[config.mk]
export PLATFORM = sky130hd
export DESIGN_NAME = reorder_top
export DESIGN_NICKNAME = d
export VERILOG_FILES = /design/src/rsp_data_pkg.sv /design/src/rob_pkg.sv /design/src/ram_simple.sv /design/src/lutram_init.sv /design/src/rob.sv /design/src/req_issue.sv /design/src/ordered_out.sv /design/src/reorder_top.sv
export SDC_FILE = /design/constraint.sdc
export NUM_CORES = 1
export LEC_CHECK = 0
export ABC_AREA = 1
export BUFFER_PORTS_ARGS = -buffer_cell sky130_fd_sc_hd__buf_2
export CAP_MARGIN = 0
export CORE_ASPECT_RATIO = 1.2
export CORE_UTILIZATION = 25
export DETAILED_ROUTE_END_ITERATION = 10
export SLEW_MARGIN = 10
export SYNTH_ARGS = -nofsm -noshare
export SYNTH_HDL_FRONTEND = slang
export SYNTH_SLANG_ARGS = --single-unit
[constraint.sdc]
create_clock -name clk -period 11.8 [get_ports clk]
set_clock_uncertainty 0.15 [all_clocks]
set_input_delay 0.59 -clock clk [delete_from_list [all_inputs] [get_ports clk]]
set_output_delay 0.59 -clock clk [all_outputs]
set_load 0.01 [all_outputs]
[src/rsp_data_pkg.sv]
// Payload types for the request, response and ordered output ports
package rsp_data_pkg;

    // ==================================================
    // Payload widths
    // ==================================================

    // Response data word returned by memory and delivered in order
    typedef logic [31:0] data_t;

    // Request tag kept as ROB metadata and paired with the data on output
    typedef logic [7:0] meta_t;

    // Request address forwarded to the memory port
    typedef logic [15:0] addr_t;

endpackage

[src/rob_pkg.sv]
// ROB default geometry, output queue depth and valid-RAM initialiser states
package rob_pkg;

    // ==================================================
    // Reorder buffer geometry
    // ==================================================

    // Slot count of the ring, must be a power of two
    localparam int ROB_ENTRIES = 16;

    // not_full drops when no more than this many slots remain free
    localparam int ROB_MIN_FREE = 1;

    // ==================================================
    // Output side
    // ==================================================

    // Two reads in flight plus two words held while the sink stalls
    localparam int OUT_QUEUE_DEPTH = 4;

    // States of the self-clearing valid-bit RAM
    typedef enum logic {init_clear, init_done} init_state_t;

endpackage

[src/ram_simple.sv]
// Simple dual-port RAM with one write port and a two-cycle registered read port
module ram_simple
#(
    parameter int N_ENTRIES = 16,
    parameter int N_DATA_BITS = 32
)
(
    input  logic                         clk,

    input  logic                         wen,
    input  logic [$clog2(N_ENTRIES)-1:0] waddr,
    input  logic [N_DATA_BITS-1:0]       wdata,

    input  logic [$clog2(N_ENTRIES)-1:0] raddr,
    output logic [N_DATA_BITS-1:0]       rdata
);

    typedef logic [$clog2(N_ENTRIES)-1:0] addr_t;
    typedef logic [N_DATA_BITS-1:0] word_t;

    word_t mem [N_ENTRIES];

    // Read address is captured first, the array output is registered after
    addr_t raddr_q;

    always_ff @(posedge clk)
    begin
        if (wen)
        begin
            mem[waddr] <= wdata;
        end
    end

    // Address lands on the first edge and data on the second,
    // so rdata is valid two cycles after raddr was presented
    always_ff @(posedge clk)
    begin
        raddr_q <= raddr;
        rdata <= mem[raddr_q];
    end

endmodule

[src/lutram_init.sv]
// Small RAM that clears every entry after reset and then raises rdy
module lutram_init
#(
    parameter int N_ENTRIES = 8,
    parameter int N_DATA_BITS = 1
)
(
    input  logic                         clk,
    input  logic                         reset,
    output logic                         rdy,

    input  logic [$clog2(N_ENTRIES)-1:0] raddr,
    output logic [N_DATA_BITS-1:0]       rdata,

    input  logic                         wen,
    input  logic [$clog2(N_ENTRIES)-1:0] waddr,
    input  logic [N_DATA_BITS-1:0]       wdata
);

    typedef logic [$clog2(N_ENTRIES)-1:0] addr_t;
    typedef logic [N_DATA_BITS-1:0] word_t;

    word_t mem [N_ENTRIES];

    rob_pkg::init_state_t state;
    addr_t init_addr;

    assign rdy = (state == rob_pkg::init_done);

    // ==================================================
    // Clear walk
    // ==================================================

    // One address is cleared per cycle, the last one ends the walk
    always_ff @(posedge clk)
    begin
        if (reset)
        begin
            state <= rob_pkg::init_clear;
            init_addr <= '0;
        end
        else if (state == rob_pkg::init_clear)
        begin
            init_addr <= init_addr + addr_t'(1);
            if (&init_addr)
            begin
                state <= rob_pkg::init_done;
            end
        end
    end

    // The clear walk owns the write port until rdy rises
    always_ff @(posedge clk)
    begin
        if (state == rob_pkg::init_clear)
        begin
            mem[init_addr] <= '0;
        end
        else if (wen)
        begin
            mem[waddr] <= wdata;
        end
        rdata <= mem[raddr];
    end

    // A user write during the clear would be silently lost
    a_no_write_before_rdy : assert property (@(posedge clk) disable iff (reset)
        wen |-> rdy);

endmodule

[src/rob.sv]
// Reorder buffer with slot allocation, tagged valid-bit banks and in-order dequeue
module rob
#(
    parameter int N_ENTRIES = 16,
    parameter int MIN_FREE_SLOTS = 1
)
(
    input  logic                         clk,
    input  logic                         reset,

    input  logic                         alloc,
    input  rsp_data_pkg::meta_t          alloc_meta,
    output logic                         not_full,
    output logic [$clog2(N_ENTRIES)-1:0] alloc_idx,

    input  logic                         rsp_valid,
    input  logic [$clog2(N_ENTRIES)-1:0] rsp_idx,
    input  rsp_data_pkg::data_t          rsp_data,

    input  logic                         deq,
    output logic                         not_empty,
    output rsp_data_pkg::data_t          first_data,
    output rsp_data_pkg::meta_t          first_meta
);

    localparam int IDX_W = $clog2(N_ENTRIES);

    typedef logic [IDX_W-1:0] idx_t;
    // Ring distance that can hold both 0 and N_ENTRIES
    typedef logic [IDX_W:0] dist_t;
    // Index within one valid bank, the low index bit picks the bank
    typedef logic [IDX_W-2:0] bank_idx_t;
    typedef logic [2:0] ready_cnt_t;

    idx_t newest;
    idx_t oldest;
    logic valid_rdy [2];
    logic rdy_all;

    // ==================================================
    // Ring pointers
    // ==================================================

    assign rdy_all = valid_rdy[0] && valid_rdy[1];
    assign alloc_idx = newest;

    // Free space is the wrapped distance from newest up to oldest
    logic newest_ge_oldest;
    assign newest_ge_oldest = (newest >= oldest);
    assign not_full = rdy_all &&
        (({1'b0, newest} + dist_t'(MIN_FREE_SLOTS)) < {newest_ge_oldest, oldest});

    always_ff @(posedge clk)
    begin
        if (reset)
        begin
            newest <= '0;
            oldest <= '0;
        end
        else
        begin
            newest <= newest + idx_t'(alloc);
            oldest <= oldest + idx_t'(deq);
        end
    end

    // ==================================================
    // Data arrival tracking
    // ==================================================

    // The meaning of a set valid bit flips on every lap of the ring.
    // A response writes the tag of its own lap, so no bit is ever cleared
    logic valid_tag;

    always_ff @(posedge clk)
    begin
        if (reset)
        begin
            valid_tag <= 1'b1;
        end
        else if (deq && (&oldest))
        begin
            valid_tag <= ~valid_tag;
        end
    end

    bank_idx_t scan_idx [2];
    logic [0:0] scan_val [2];
    logic scan_bank;
    logic scan_tgt;
    logic scan_hit;
    logic scan_take;
    ready_cnt_t num_ready;

    // Head of the scan holds a response from the current lap
    assign scan_hit = rdy_all && (scan_val[scan_bank][0] == scan_tgt);
    // The counter saturates, the scan simply waits for room
    assign scan_take = scan_hit && (num_ready != '1);
    assign not_empty = (num_ready != '0) || scan_hit;

    // Banks are read alternately so each read has two cycles to return
    always_ff @(posedge clk)
    begin
        if (reset || !rdy_all)
        begin
            scan_idx[0] <= '0;
            scan_idx[1] <= '0;
            scan_bank <= 1'b0;
            scan_tgt <= 1'b1;
        end
        else if (scan_take)
        begin
            scan_idx[scan_bank] <= scan_idx[scan_bank] + bank_idx_t'(1);
            // Leaving the top slot starts a new lap with the inverted tag
            if (scan_bank && (&scan_idx[1]))
            begin
                scan_tgt <= ~scan_tgt;
            end
            scan_bank <= ~scan_bank;
        end
    end

    always_ff @(posedge clk)
    begin
        if (reset)
        begin
            num_ready <= '0;
        end
        else
        begin
            num_ready <= num_ready - ready_cnt_t'(deq) + ready_cnt_t'(scan_take);
        end
    end

    for (genvar p = 0; p < 2; p++)
    begin : g_valid
        // Slots below oldest have wrapped and belong to the next lap
        lutram_init #(.N_ENTRIES(N_ENTRIES / 2), .N_DATA_BITS(1)) valid_bank_i
        (
            .clk   (clk),
            .reset (reset),
            .rdy   (valid_rdy[p]),
            .raddr (scan_idx[p]),
            .rdata (scan_val[p]),
            .wen   (rsp_valid && (rsp_idx[0] == 1'(p))),
            .waddr (rsp_idx[IDX_W-1:1]),
            .wdata ((rsp_idx >= oldest) ? valid_tag : ~valid_tag)
        );
    end

    // ==================================================
    // Payload and metadata storage
    // ==================================================

    ram_simple #(.N_ENTRIES(N_ENTRIES), .N_DATA_BITS($bits(rsp_data_pkg::data_t))) data_ram_i
    (
        .clk   (clk),
        .wen   (rsp_valid),
        .waddr (rsp_idx),
        .wdata (rsp_data),
        .raddr (oldest),
        .rdata (first_data)
    );

    // Tag is written at allocation time into the slot being granted
    ram_simple #(.N_ENTRIES(N_ENTRIES), .N_DATA_BITS($bits(rsp_data_pkg::meta_t))) meta_ram_i
    (
        .clk   (clk),
        .wen   (alloc),
        .waddr (newest),
        .wdata (alloc_meta),
        .raddr (oldest),
        .rdata (first_meta)
    );

    a_no_alloc_full : assert property (@(posedge clk) disable iff (reset)
        alloc |-> (idx_t'(newest + idx_t'(1)) != oldest));
    a_no_deq_empty : assert property (@(posedge clk) disable iff (reset)
        deq |-> not_empty);
    a_pow2 : assert property (@(posedge clk)
        (N_ENTRIES & (N_ENTRIES - 1)) == 0);

endmodule

[src/req_issue.sv]
// Input side: one-entry request holding stage, slot allocation and memory strobe
module req_issue
#(
    parameter int N_ENTRIES = 16
)
(
    input  logic                         clk,
    input  logic                         reset,

    input  logic                         req_valid,
    input  rsp_data_pkg::addr_t          req_addr,
    input  rsp_data_pkg::meta_t          req_tag,
    output logic                         req_ready,

    input  logic                         not_full,
    output logic                         alloc,
    output rsp_data_pkg::meta_t          alloc_meta,
    input  logic [$clog2(N_ENTRIES)-1:0] alloc_idx,

    output logic                         mem_req_valid,
    output rsp_data_pkg::addr_t          mem_req_addr,
    output logic [$clog2(N_ENTRIES)-1:0] mem_req_idx
);

    typedef logic [$clog2(N_ENTRIES)-1:0] idx_t;

    logic hold_valid;
    rsp_data_pkg::addr_t hold_addr;
    rsp_data_pkg::meta_t hold_tag;
    logic accept;

    // The held request leaves in the cycle it gets a slot
    assign alloc = hold_valid && not_full;
    assign alloc_meta = hold_tag;
    // A new request may replace one that is being issued
    assign req_ready = !hold_valid || alloc;
    assign accept = req_valid && req_ready;

    always_ff @(posedge clk)
    begin
        if (reset)
        begin
            hold_valid <= 1'b0;
            mem_req_valid <= 1'b0;
        end
        else
        begin
            hold_valid <= accept || (hold_valid && !alloc);
            mem_req_valid <= alloc;
        end
    end

    // Payload registers, qualified by hold_valid and mem_req_valid
    always_ff @(posedge clk)
    begin
        if (accept)
        begin
            hold_addr <= req_addr;
            hold_tag <= req_tag;
        end
        if (alloc)
        begin
            mem_req_addr <= hold_addr;
            mem_req_idx <= alloc_idx;
        end
    end

    // Every grant moves the ROB on to the next slot of the ring
    a_next_slot : assert property (@(posedge clk) disable iff (reset)
        alloc |=> (alloc_idx == $past(alloc_idx) + idx_t'(1)));

endmodule

[src/ordered_out.sv]
// Output side: dequeue pacing, in-flight tracking and a ready/valid output queue
module ordered_out
(
    input  logic                clk,
    input  logic                reset,

    input  logic                not_empty,
    output logic                deq,
    input  rsp_data_pkg::data_t first_data,
    input  rsp_data_pkg::meta_t first_meta,

    output logic                out_valid,
    output rsp_data_pkg::data_t out_data,
    output rsp_data_pkg::meta_t out_tag,
    input  logic                out_ready
);

    localparam int DEPTH = rob_pkg::OUT_QUEUE_DEPTH;

    typedef logic [$clog2(DEPTH)-1:0] ptr_t;
    typedef logic [$clog2(DEPTH):0] cnt_t;

    rsp_data_pkg::data_t q_data [DEPTH];
    rsp_data_pkg::meta_t q_tag [DEPTH];
    ptr_t wr_ptr;
    ptr_t rd_ptr;
    cnt_t count;

    // Bit 0 is a read one cycle old, bit 1 a read whose word is on first_data
    logic [1:0] in_flight;
    logic push;
    logic pop;

    // ==================================================
    // Dequeue pacing
    // ==================================================

    // Every outstanding read already owns a queue slot
    assign deq = not_empty &&
        ((count + cnt_t'(in_flight[0]) + cnt_t'(in_flight[1])) < cnt_t'(DEPTH));

    assign push = in_flight[1];
    assign pop = out_valid && out_ready;

    assign out_valid = (count != '0);
    assign out_data = q_data[rd_ptr];
    assign out_tag = q_tag[rd_ptr];

    always_ff @(posedge clk)
    begin
        if (reset)
        begin
            in_flight <= '0;
            wr_ptr <= '0;
            rd_ptr <= '0;
            count <= '0;
        end
        else
        begin
            in_flight <= {in_flight[0], deq};
            wr_ptr <= wr_ptr + ptr_t'(push);
            rd_ptr <= rd_ptr + ptr_t'(pop);
            count <= count + cnt_t'(push) - cnt_t'(pop);
        end
    end

    always_ff @(posedge clk)
    begin
        if (push)
        begin
            q_data[wr_ptr] <= first_data;
            q_tag[wr_ptr] <= first_meta;
        end
    end

    a_no_overflow : assert property (@(posedge clk) disable iff (reset)
        push |-> ((count < cnt_t'(DEPTH)) || pop));

endmodule

[src/reorder_top.sv]
// Top level of the read-response reorder subsystem
module reorder_top
#(
    parameter int N_ENTRIES = rob_pkg::ROB_ENTRIES,
    parameter int MIN_FREE_SLOTS = rob_pkg::ROB_MIN_FREE
)
(
    input  logic                         clk,
    input  logic                         reset,

    input  logic                         req_valid,
    input  rsp_data_pkg::addr_t          req_addr,
    input  rsp_data_pkg::meta_t          req_tag,
    output logic                         req_ready,

    output logic                         mem_req_valid,
    output rsp_data_pkg::addr_t          mem_req_addr,
    output logic [$clog2(N_ENTRIES)-1:0] mem_req_idx,

    input  logic                         rsp_valid,
    input  logic [$clog2(N_ENTRIES)-1:0] rsp_idx,
    input  rsp_data_pkg::data_t          rsp_data,

    output logic                         out_valid,
    output rsp_data_pkg::data_t          out_data,
    output rsp_data_pkg::meta_t          out_tag,
    input  logic                         out_ready
);

    // ==================================================
    // Links between the three parts
    // ==================================================

    logic not_full;
    logic alloc;
    rsp_data_pkg::meta_t alloc_meta;
    logic [$clog2(N_ENTRIES)-1:0] alloc_idx;
    logic not_empty;
    logic deq;
    rsp_data_pkg::data_t first_data;
    rsp_data_pkg::meta_t first_meta;

    req_issue #(.N_ENTRIES(N_ENTRIES)) req_issue_i (.*);

    rob #(.N_ENTRIES(N_ENTRIES), .MIN_FREE_SLOTS(MIN_FREE_SLOTS)) rob_i (.*);

    ordered_out ordered_out_i (.*);

endmodule

==> flow_summary.yaml, run 1 <==
hold_path:
  hold_end: "req_issue_i.hold_valid$_SDFF_PP0_"
  hp-start: "req_valid"
  hold_path_class: "input port to register"
  hold_depth: 3
critical_path:
  r2r_slack_ps: 8040
  crit_buf_inv: 5
  critical_path_required_ps: 12180
  cp.arrival_ps: 4150
  critical-path-slowest-cell: "inv_1"
  crit_path_cell_trace: "inv_1, ha_1, inv_1, nand2_1, a21oi_1, o21bai_1, a21oi_1, ha_1, nand2_1, inv_1, o21ai_0, nand2_1, nor2_1, nand3_1, buf_4, inv_1, ha_1, ha_1, xnor2_1, nor2_1"
  cp.depth: 20
  cp_max_fo: 21
  r2r-end: "rob_i.alloc_idx[2]$_SDFF_PP0_"
  worstRegToRegCells: 20
  cp-end-kind: "register"
  crit_family: "buffers and inverters"
  critPathKind: "register to register"
  slowest_delay_ps: 600
  critPathLaunchType: "register"
  r2r-start: "rob_i.alloc_idx[0]$_SDFF_PP0_"
  startpoint: "rob_i.alloc_idx[0]$_SDFF_PP0_"
grt:
  gr-total-overflow: 0
  antenna_found_initial: 24
  grt_pass1_wl_um: 131000
  grt_usage_pct: 11.3
  grt_max_degree: 229
  grt_pass1_vias: 21100
floorplan:
  rows: 155
  die_area_um2: 152000
  core-area_um2: 149000
  die_w_um: 357
  initial_core_util_pct: 25.3
  pin_count: 128
  die_h_um: 427
cts:
  cts_tree: "yes"
  cts_resized: 0
  cts_buffers: 88
  clock_latency_ps: 680
  cts_setup_buffers: 0
  root_buffer: "clkbuf_16"
  clockBufferDepth: 3
  clk_pin_slew_ps: 60
  cts_sinks: 946
  htreeDepth: 3
sta:
  slew_headroom_pct: 28.7
  setup_viol: 0
  slew_violations: 0
  finalHoldViolations: 0
  fin_setup_tns_ps: 0
  period_minus_slack_ps: 3760
  rsz0062_at_grt: "no"
  worst_slew_pin_slew_ps: 1060
  fmax_mhz: 266
  fin_crit_sh_pct: 31.9
route:
  first_pass_iters: 5
  drtIter0Drc: 1797
  num_vias: 21900
  wl_per_cell_um: 17.3
  antenna_left: 0
  routed_wl_um: 87800
  drt-vias-per-instance: 4.31
  drc: 0
power:
  power_density_nw_per_um2: 197
  p_leak_nw: 15.2
  irDropWorstVdd_mv: 0.144
  p_sw_mw: 2.48
  pwr-share-comb_pct: 18.4
  seq_power_share_pct: 47.6
  p_sw_share_pct: 28.8
  p_int_mw: 6.12
  clkPwrFrac_pct: 34.0
synth:
  yosysMostFrequentCell: "edfxtp_1"
  ys_seq_elements: 946
  yosysWarningCount: 0
  synth.avg_cell_area_um2: 12.9
  synth_common_cells: "edfxtp_1, inv_1, o21ai_0"
  synth_top_area_share_pct: 69.0
  syn-num-nets: 3025
  yosysUniqueCellTypes: 31
  synth_top_area_cell: "edfxtp_1"
  ys_seq_area_share_pct: 73.2
  ys_async_sr_fraction_pct: 0
  syn_inst: 2925
  synth_area_um2: 37700
  synth_top_cells_by_area: "edfxtp_1, dfxtp_1, inv_1"
  synth_ff_type: "edfxtp_1"
  synth_edf_count: 866
outcome:
  status: "finished, final reports clean"
final_layout:
  area_growth_pct: 15.7
  final_cell_area_um2: 43600
  nets: 3143
  drive_gt1_share_pct: 13.5
place:
  place_area_um2: 40400
  dp_hpwl_um: 49400
  gp_congestion: 0.773
  io_buffer_count: 127
flow_run:
  maxCapViolCount: 0
layout make-up:
class	count	area [µm²]
fillers	14800	105000
flip-flops and latches	946	27600
multi-input cells	1420	7890
well taps	1962	2450
clock buffers	120	2450
inverters	396	1490
repair buffers	191	1190
clock inverters	45	538
diodes	4	10.0
cell usage in the layout (no fill, tap or decap), drive strengths merged:
master / n
edfxtp: 866
inv: 401
o21ai: 266
nand3: 263
nand2: 259
nor2: 179
a21oi: 174
buf: 167
o211ai: 160
clkbuf: 120
dfxtp: 80
o22ai: 41
ha: 33
clkinv: 29
dlygate4sd3: 24
nor3: 18
bufinv: 10
xnor2: 6
nand4: 5
diode: 4
xor2: 4
or2: 4
o21bai: 2
fa: 2
a21boi: 1
o21a: 1
a21o: 1
a31oi: 1
clkinvlp: 1
registers in the layout, summed over array words and instances (netlist names), 8 cells and up, named ones only:
signal	flops
rob_i.data_ram_i.mem	512
ordered_out_i.q_data	128
rob_i.meta_ram_i.mem	128
ordered_out_i.q_tag	32
rob_i.data_ram_i.rdata	32
req_issue_i.hold_addr	16
req_issue_i.mem_req_addr	16
rob_i.g_valid.valid_bank_i.mem	16
req_issue_i.alloc_meta	8
rob_i.meta_ram_i.rdata	8
routing by layer:
metal / wire length (µm) / vias to the layer above / track usage [%]
met5: 125 / - / 0
met1: 36500 / 10700 / 13.7
met4: 2720 / 20 / 4.38
li1: - / 10600 / -
met3: 4090 / 180 / 1.98
met2: 44400 / 436 / 19.9
repair_timing:
action | 4_1_cts | 5_1_grt
endpoints found under the setup margin | 0 | 0
hold endpoints to repair | 24 | 0
hold buffers | 24 | 0
kinds of logic after synthesis:
| logic type | after synthesis | synth area share, % |
|---|---|---|
| adder cells (fa/ha/maj) | 35 | 1.20 |
| AND/OR/NAND/NOR | 728 | 8.25 |
| AO/OA/AOI/OAI | 647 | 10.9 |
| flip-flops | 946 | 73.2 |
| XOR/XNOR | 10 | 0.232 |
| buffers and inverters | 559 | 6.22 |
tightest hold or removal path, cell delays in order:
cell and delay [ps]:
buf_2 110, inv_1 80, a21oi_1 140
worst max-delay path by stage:
| stage | to | slack [ps] |
|---|---|---|
| after detailed placement | rob_i.alloc_idx[2]$_SDFF_PP0_ | 8050 |
| after floorplan | ordered_out_i.q_data[3][0]$_DFFE_PP_ | 7960 |
| final | rob_i.alloc_idx[2]$_SDFF_PP0_ | 8040 |
| after global placement | rob_i.alloc_idx[2]$_SDFF_PP0_ | 8070 |
| after CTS | req_ready | 7980 |
| after global routing | rob_i.alloc_idx[2]$_SDFF_PP0_ | 7630 |
power by group through the flow:
stage / logic (mW) / registers (mW) / clock network (mW)
floorplan: 1.22 / 4.07 / 0
global placement: 1.58 / 4.16 / 0
detailed placement: 1.60 / 4.17 / 0
CTS: 1.61 / 4.10 / 2.98
global route: 1.80 / 4.12 / 3.10
finish: 1.58 / 4.09 / 2.92
through the flow:
stage | hold slack (ps) | std cells | power [mW] | setup slack, ps | util (%)
6_report | 129 | 5084 | 8.60 | 8040 | 29.3
5_1_grt | 121 | 5082 | 9.01 | 7630 | 29.3
4_1_cts | 81.4 | 5080 | 8.69 | 7980 | 29.3
3_5_place_dp | 211 | 4891 | 5.77 | 8050 | 27.1
3_3_place_gp | 207 | 4891 | 5.73 | 8070 | 27.1
2_1_floorplan | 201 | 2925 | 5.29 | 7960 | -
Power figures use the tool's default switching activity.
==> run 2: changes to the inputs <==
==> constraint.sdc (replaced) <==
create_clock -name clk -period 3.8 [get_ports clk]
set_clock_uncertainty 0.15 [all_clocks]
set_input_delay 0.19 -clock clk [delete_from_list [all_inputs] [get_ports clk]]
set_output_delay 0.19 -clock clk [all_outputs]
set_load 0.01 [all_outputs]
==> flow_summary.yaml, run 2 (synthesis gave the netlist of run 1 again) <==
route:
  drc: 0
  wl_per_cell_um: 17.1
  drtIter0Drc: 1572
  antenna_left: 0
  first_pass_iters: 5
  drt-vias-per-instance: 4.32
  num_vias: 22200
  routed_wl_um: 87800
flow_run:
  maxCapViolCount: 0
floorplan:
  pin_count: 128
  die_area_um2: 152000
  rows: 155
  die_w_um: 357
  initial_core_util_pct: 25.3
  core-area_um2: 149000
  die_h_um: 427
critical_path:
  critical-path-slowest-cell: "nor2_1"
  cp.arrival_ps: 3480
  critical_path_required_ps: 3930
  crit_path_cell_trace: "inv_1, ha_1, inv_1, nand2_1, a21oi_1, o21bai_1, a21oi_1, ha_1, nand2_1, inv_1, o21ai_0, nand2_1, nor2_1, nand3_1, buf_4, nor2_1"
  cp-end-kind: "register"
  critPathLaunchType: "register"
  slowest_delay_ps: 560
  critPathKind: "register to register"
  cp_max_fo: 18
  worstRegToRegCells: 16
cts:
  cts_setup_buffers: 0
  clock_latency_ps: 660
  postCtsHoldBufs: 63
  htreeDepth: 3
  cts_resized: 0
  clockBufferDepth: 3
  clk_pin_slew_ps: 60
  cts_sinks: 946
  root_buffer: "clkbuf_16"
  cts_tree: "yes"
  cts_buffers: 85
grt:
  grt_pass1_wl_um: 132000
  grt_max_degree: 172
  antenna_found_initial: 9
  grt_pass1_vias: 21800
  grt_usage_pct: 11.4
  gr-total-overflow: 0
final_layout:
  fin_util_pct: 29.6
  largest_register_ffs: 512
  final_cell_area_um2: 44200
  final_cells: 5133
  nets: 3201
  reg.largest.list: "rob_i.data_ram_i.mem (512), ordered_out_i.q_data (128), rob_i.meta_ram_i.mem (128)"
  layout_common_cells: "edfxtp_1, inv_1, o21ai_0"
  drive_gt1_share_pct: 13.6
  multi_input_area_um2: 7890
  area_growth_pct: 17.1
  ff_latch_area_um2: 27600
  final_common_cell: "edfxtp_1"
  largest-register: "rob_i.data_ram_i.mem"
  fillers: 14800
place:
  io_buffer_count: 127
  placed_cells: 4913
  gp_congestion: 0.764
  dp_hpwl_um: 52600
  place_area_um2: 40700
  post-place-ws_ps: 462
sta:
  rsz0062_at_grt: "no"
  finalHoldViolations: 0
  fmax_mhz: 299
  slew_violations: 0
  period_minus_slack_ps: 3340
  slew_headroom_pct: 26.4
  setup_viol: 0
  whs_ps: 54.2
  fin_crit_sh_pct: 88.0
  worst_slew_pin_slew_ps: 1100
  fin_setup_tns_ps: 0
  layout_setup_ws_ps: 456
power:
  power_density_nw_per_um2: 601
  p_total_mw: 26.5
  irDropWorstVdd_mv: 0.406
  p_leak_nw: 15.4
hold_path:
  hold_depth: 5
  hold_path_class: "input port to register"
outcome:
  status: "finished, final reports clean"
run 2: where the power goes:
part	leakage [nW]	internal (mW)	total, mW	switching, mW
combinational	5.51	1.75	5.23	3.48
sequential	8.52	12.2	12.7	0.493
clock	1.37	4.91	8.63	3.71
run 2: path summary, 6_finish.rpt:
check / startpoint / to / slack (ps)
worst max-delay path: rob_i.alloc_idx[0]$_SDFF_PP0_ / rob_i.meta_ram_i.mem[4][4]$_DFFE_PP_ / 460
worst min-delay path: out_ready / ordered_out_i.rd_ptr[0]$_SDFF_PP0_ / 50
worst max register to register: rob_i.alloc_idx[0]$_SDFF_PP0_ / rob_i.meta_ram_i.mem[4][4]$_DFFE_PP_ / 460
worst min register to register: rob_i.oldest[1]$_SDFF_PP0_ / rob_i.data_ram_i.raddr_q[1]$_DFF_P_ / 220
run 2: layout make-up:
class                      count  share of cell area [%]
sequential                   946                    62.5
multi-input combinational   1420                    17.9
tap                         1962                    5.56
clock buffer                 117                    5.43
timing repair buffer         252                    4.32
inverter                     396                    3.37
clock inverter                38                   0.909
antenna                        2                  0.0113
run 2: critical path, delay by kind of cell (launching register included):
family | cells | cell delay, ps
simple gates | 6 | 910
compound gates | 4 | 440
buf+inv | 4 | 440
fa+ha+maj | 2 | 560
flops | 1 | 450
run 2: layer usage:
metal | routed length, µm | track usage (%)
met5 | 41 | 0
met4 | 2530 | 4.26
met3 | 3910 | 2.03
met2 | 44800 | 20.3
met1 | 36500 | 13.5
==> run 3: changes to the inputs <==
--- a/config.mk
+++ b/config.mk
@@ -5,12 +5,13 @@
 export SDC_FILE = /design/constraint.sdc
 export NUM_CORES = 1
 export LEC_CHECK = 0
-export ABC_AREA = 1
+export ABC_AREA = 0
 export BUFFER_PORTS_ARGS = -buffer_cell sky130_fd_sc_hd__buf_2
 export CAP_MARGIN = 0
 export CORE_ASPECT_RATIO = 1.2
 export CORE_UTILIZATION = 25
 export DETAILED_ROUTE_END_ITERATION = 10
+export SKIP_LAST_GASP = 1
 export SLEW_MARGIN = 10
 export SYNTH_ARGS = -nofsm -noshare
 export SYNTH_HDL_FRONTEND = slang
==> flow_summary.yaml, run 3 <==
synth:
  synth_edf_count: 866
  synth_common_cells: "edfxtp_1, mux4_2, dfxtp_1"
  syn_inst: 1510
  yosysUniqueCellTypes: 43
  synth_compound_area_share_pct: 0.330
  synth.avg_cell_area_um2: 23.4
  ys_async_sr_fraction_pct: 0
  yosysMostFrequentCell: "edfxtp_1"
  synth_top_area_share_pct: 73.7
  ys_seq_area_share_pct: 78.2
  ys_seq_elements: 946
  yosys-mux-area-fraction_pct: 16.3
  synth-adder-area-share_pct: 1.28
  yosysWarningCount: 0
  synth_top_cells_by_area: "edfxtp_1, mux4_2, dfxtp_1"
  synth_ff_type: "edfxtp_1"
  synth_top_family_by_area: "multiplexers"
  syn-num-nets: 1610
  yosys.area_share.xor_xnor_pct: 0.471
  synth_area_um2: 35300
  yosys.area_share.simple_pct: 2.16
  synth_top_area_cell: "edfxtp_1"
sta:
  slew_violations: 0
  fin_crit_sh_pct: 89.9
  fmax_mhz: 293
  finalHoldViolations: 0
  period_minus_slack_ps: 3420
  slew_headroom_pct: 39.6
  fin_setup_tns_ps: 0
  worst_slew_pin_slew_ps: 906
  rsz0062_at_grt: "no"
  setup_viol: 0
place:
  io_buffer_count: 127
  dp_hpwl_um: 47300
  gp_congestion: 0.731
grt:
  grt_pass1_vias: 16800
  grt_usage_pct: 10.5
  grt_max_degree: 54
  antenna_found_initial: 18
  gr-total-overflow: 0
  grt_pass1_wl_um: 112000
cts:
  htreeDepth: 3
  cts_sinks: 946
  cts_setup_buffers: 0
  cts_resized: 0
  clk_pin_slew_ps: 70
  postCtsHoldBufs: 60
  clockBufferDepth: 3
  cts_buffers: 80
  root_buffer: "clkbuf_16"
  clock_latency_ps: 640
  cts_tree: "yes"
route:
  antenna_left: 0
  wl_met1_um: 30100
  num_vias: 15600
  wl_per_cell_um: 20.8
  route.met2.wl_um: 40500
  drtIter0Drc: 995
  first_pass_iters: 5
  drc: 0
  highest_layer: "met5"
  routed_wl_um: 75900
  drt-vias-per-instance: 4.28
  dr_wl_met3_um: 3290
final_layout:
  drive_gt1_share_pct: 30.4
  largest-register: "rob_i.data_ram_i.mem"
  ff_latch_area_um2: 27600
  fillers: 13400
  diodes: 0
  multi_input_area_um2: 7430
  nets: 1853
  area_growth_pct: 18.6
  largest_register_ffs: 512
  layout_common_cells: "edfxtp_1, mux4_2, buf_2"
  final_common_cell: "edfxtp_1"
  fin_util_pct: 30.0
  reg.largest.list: "rob_i.data_ram_i.mem (512), ordered_out_i.q_data (128), rob_i.meta_ram_i.mem (128)"
floorplan:
  pin_count: 128
  die_h_um: 414
  initial_core_util_pct: 25.3
  core-area_um2: 140000
  die_area_um2: 143000
  die_w_um: 345
  rows: 150
critical_path:
  cp.arrival_ps: 3080
  critPathKind: "register to output port"
  critical_path_required_ps: 3460
  r2r_slack_ps: 550
  r2r-start: "rob_i.oldest[0]$_SDFF_PP0_"
  cp_max_fo: 6
  critPathLaunchType: "register"
  worstRegToRegCells: 11
  r2r-end: "rob_i.meta_ram_i.mem[1][7]$_DFFE_PP_"
  cp-end-kind: "output port"
hold_path:
  hold_depth: 4
  hp-start: "out_ready"
  hold_end: "ordered_out_i.rd_ptr[0]$_SDFF_PP0_"
  hold_path_class: "input port to register"
power:
  p_int_mw: 18.9
  irDropWorstVdd_mv: 0.373
  clkPwrFrac_pct: 34.0
  p_leak_nw: 13.0
  pwr-share-comb_pct: 15.2
  power_density_nw_per_um2: 595
  seq_power_share_pct: 50.8
  p_sw_mw: 6.05
  p_sw_share_pct: 24.3
flow_run:
  maxCapViolCount: 0
outcome:
  status: "finished, final reports clean"
-- run 3: cell types whose count changed after synthesis, moves of 20 or more --
cell	change
a21oi_1	-169
buf_2	-35
clkbuf_1	-44
inv_1	-376
mux4_1	+20
mux4_2	+224
nand2_1	-243
nand3_1	-255
nor2_1	-115
o211ai_1	-80
o211ai_2	-80
o21ai_0	-259
o22ai_1	-38
-- run 3: how the worst max path moves through the flow --
stage                             startpoint                                    end  slack (ps)  depth (start not counted)
3_5_place_dp      rob_i.oldest[0]$_SDFF_PP0_  rob_i.meta_ram_i.mem[12][0]$_DFFE_PP_         580                         11
4_1_cts           rob_i.oldest[0]$_SDFF_PP0_                              req_ready         320                         10
3_3_place_gp      rob_i.oldest[0]$_SDFF_PP0_   rob_i.meta_ram_i.mem[1][7]$_DFFE_PP_         540                         11
5_1_grt           rob_i.oldest[0]$_SDFF_PP0_                              req_ready         170                         10
6_report          rob_i.oldest[0]$_SDFF_PP0_                              req_ready         380                         10
2_1_floorplan  rob_i.alloc_idx[0]$_SDFF_PP0_          rob_i.alloc_idx[1]$_SDFF_PP0_         260                         13
-- run 3: cells by family after synthesis --
logic type      after synthesis
compound gates               19
xor+xnor                     19
fa+ha+maj                    35
buf+inv                      80
flops                       946
mux                         263
simple gates                148
-- run 3: layout make-up --
type | count | share of cell area, %
clock inverter | 57 | 1.49
sequential | 946 | 66.0
timing repair buffer | 225 | 4.20
tap | 1824 | 5.45
clock buffer | 93 | 5.00
multi-input combinational | 484 | 17.7
inverter | 16 | 0.143
-- run 3: per-stage QoR --
step	setup slack, ps	hold WS (ps)	instances	cell area, µm²	total power, mW
2_1_floorplan	258	112	1510	35300	15.4
3_3_place_gp	535	196	3435	38600	16.6
3_5_place_dp	584	215	3435	38600	16.8
4_1_cts	323	5.31	3645	41900	25.3
5_1_grt	169	64.3	3645	41900	25.9
6_report	383	51.3	3645	41900	24.9
-- run 3: worst max-delay path, stage by stage, from the launching register on --
cell	delay, ps
dfxtp_1	450
ha_1	270
nand2b_1	140
a21o_1	180
a21o_1	170
a21oi_1	160
ha_1	250
o21ai_0	80
a21oi_1	120
o31ai_1	390
buf_2	220
-- run 3: per-layer routing --
layer	GRT usage [%]	up-vias
met4	3.26	24
li1	-	6826
met3	2.06	130
met1	12.3	8279
met2	19.3	356
met5	0	-
-- run 3: power groups by stage --
stage / clock network (mW) / registers (mW) / logic (mW)
2_1_floorplan: 0 / 12.5 / 2.95
3_3_place_gp: 0 / 12.9 / 3.77
3_5_place_dp: 0 / 12.9 / 3.83
4_1_cts: 8.66 / 12.7 / 3.90
5_1_grt: 9.00 / 12.8 / 4.10
6_report: 8.46 / 12.7 / 3.79
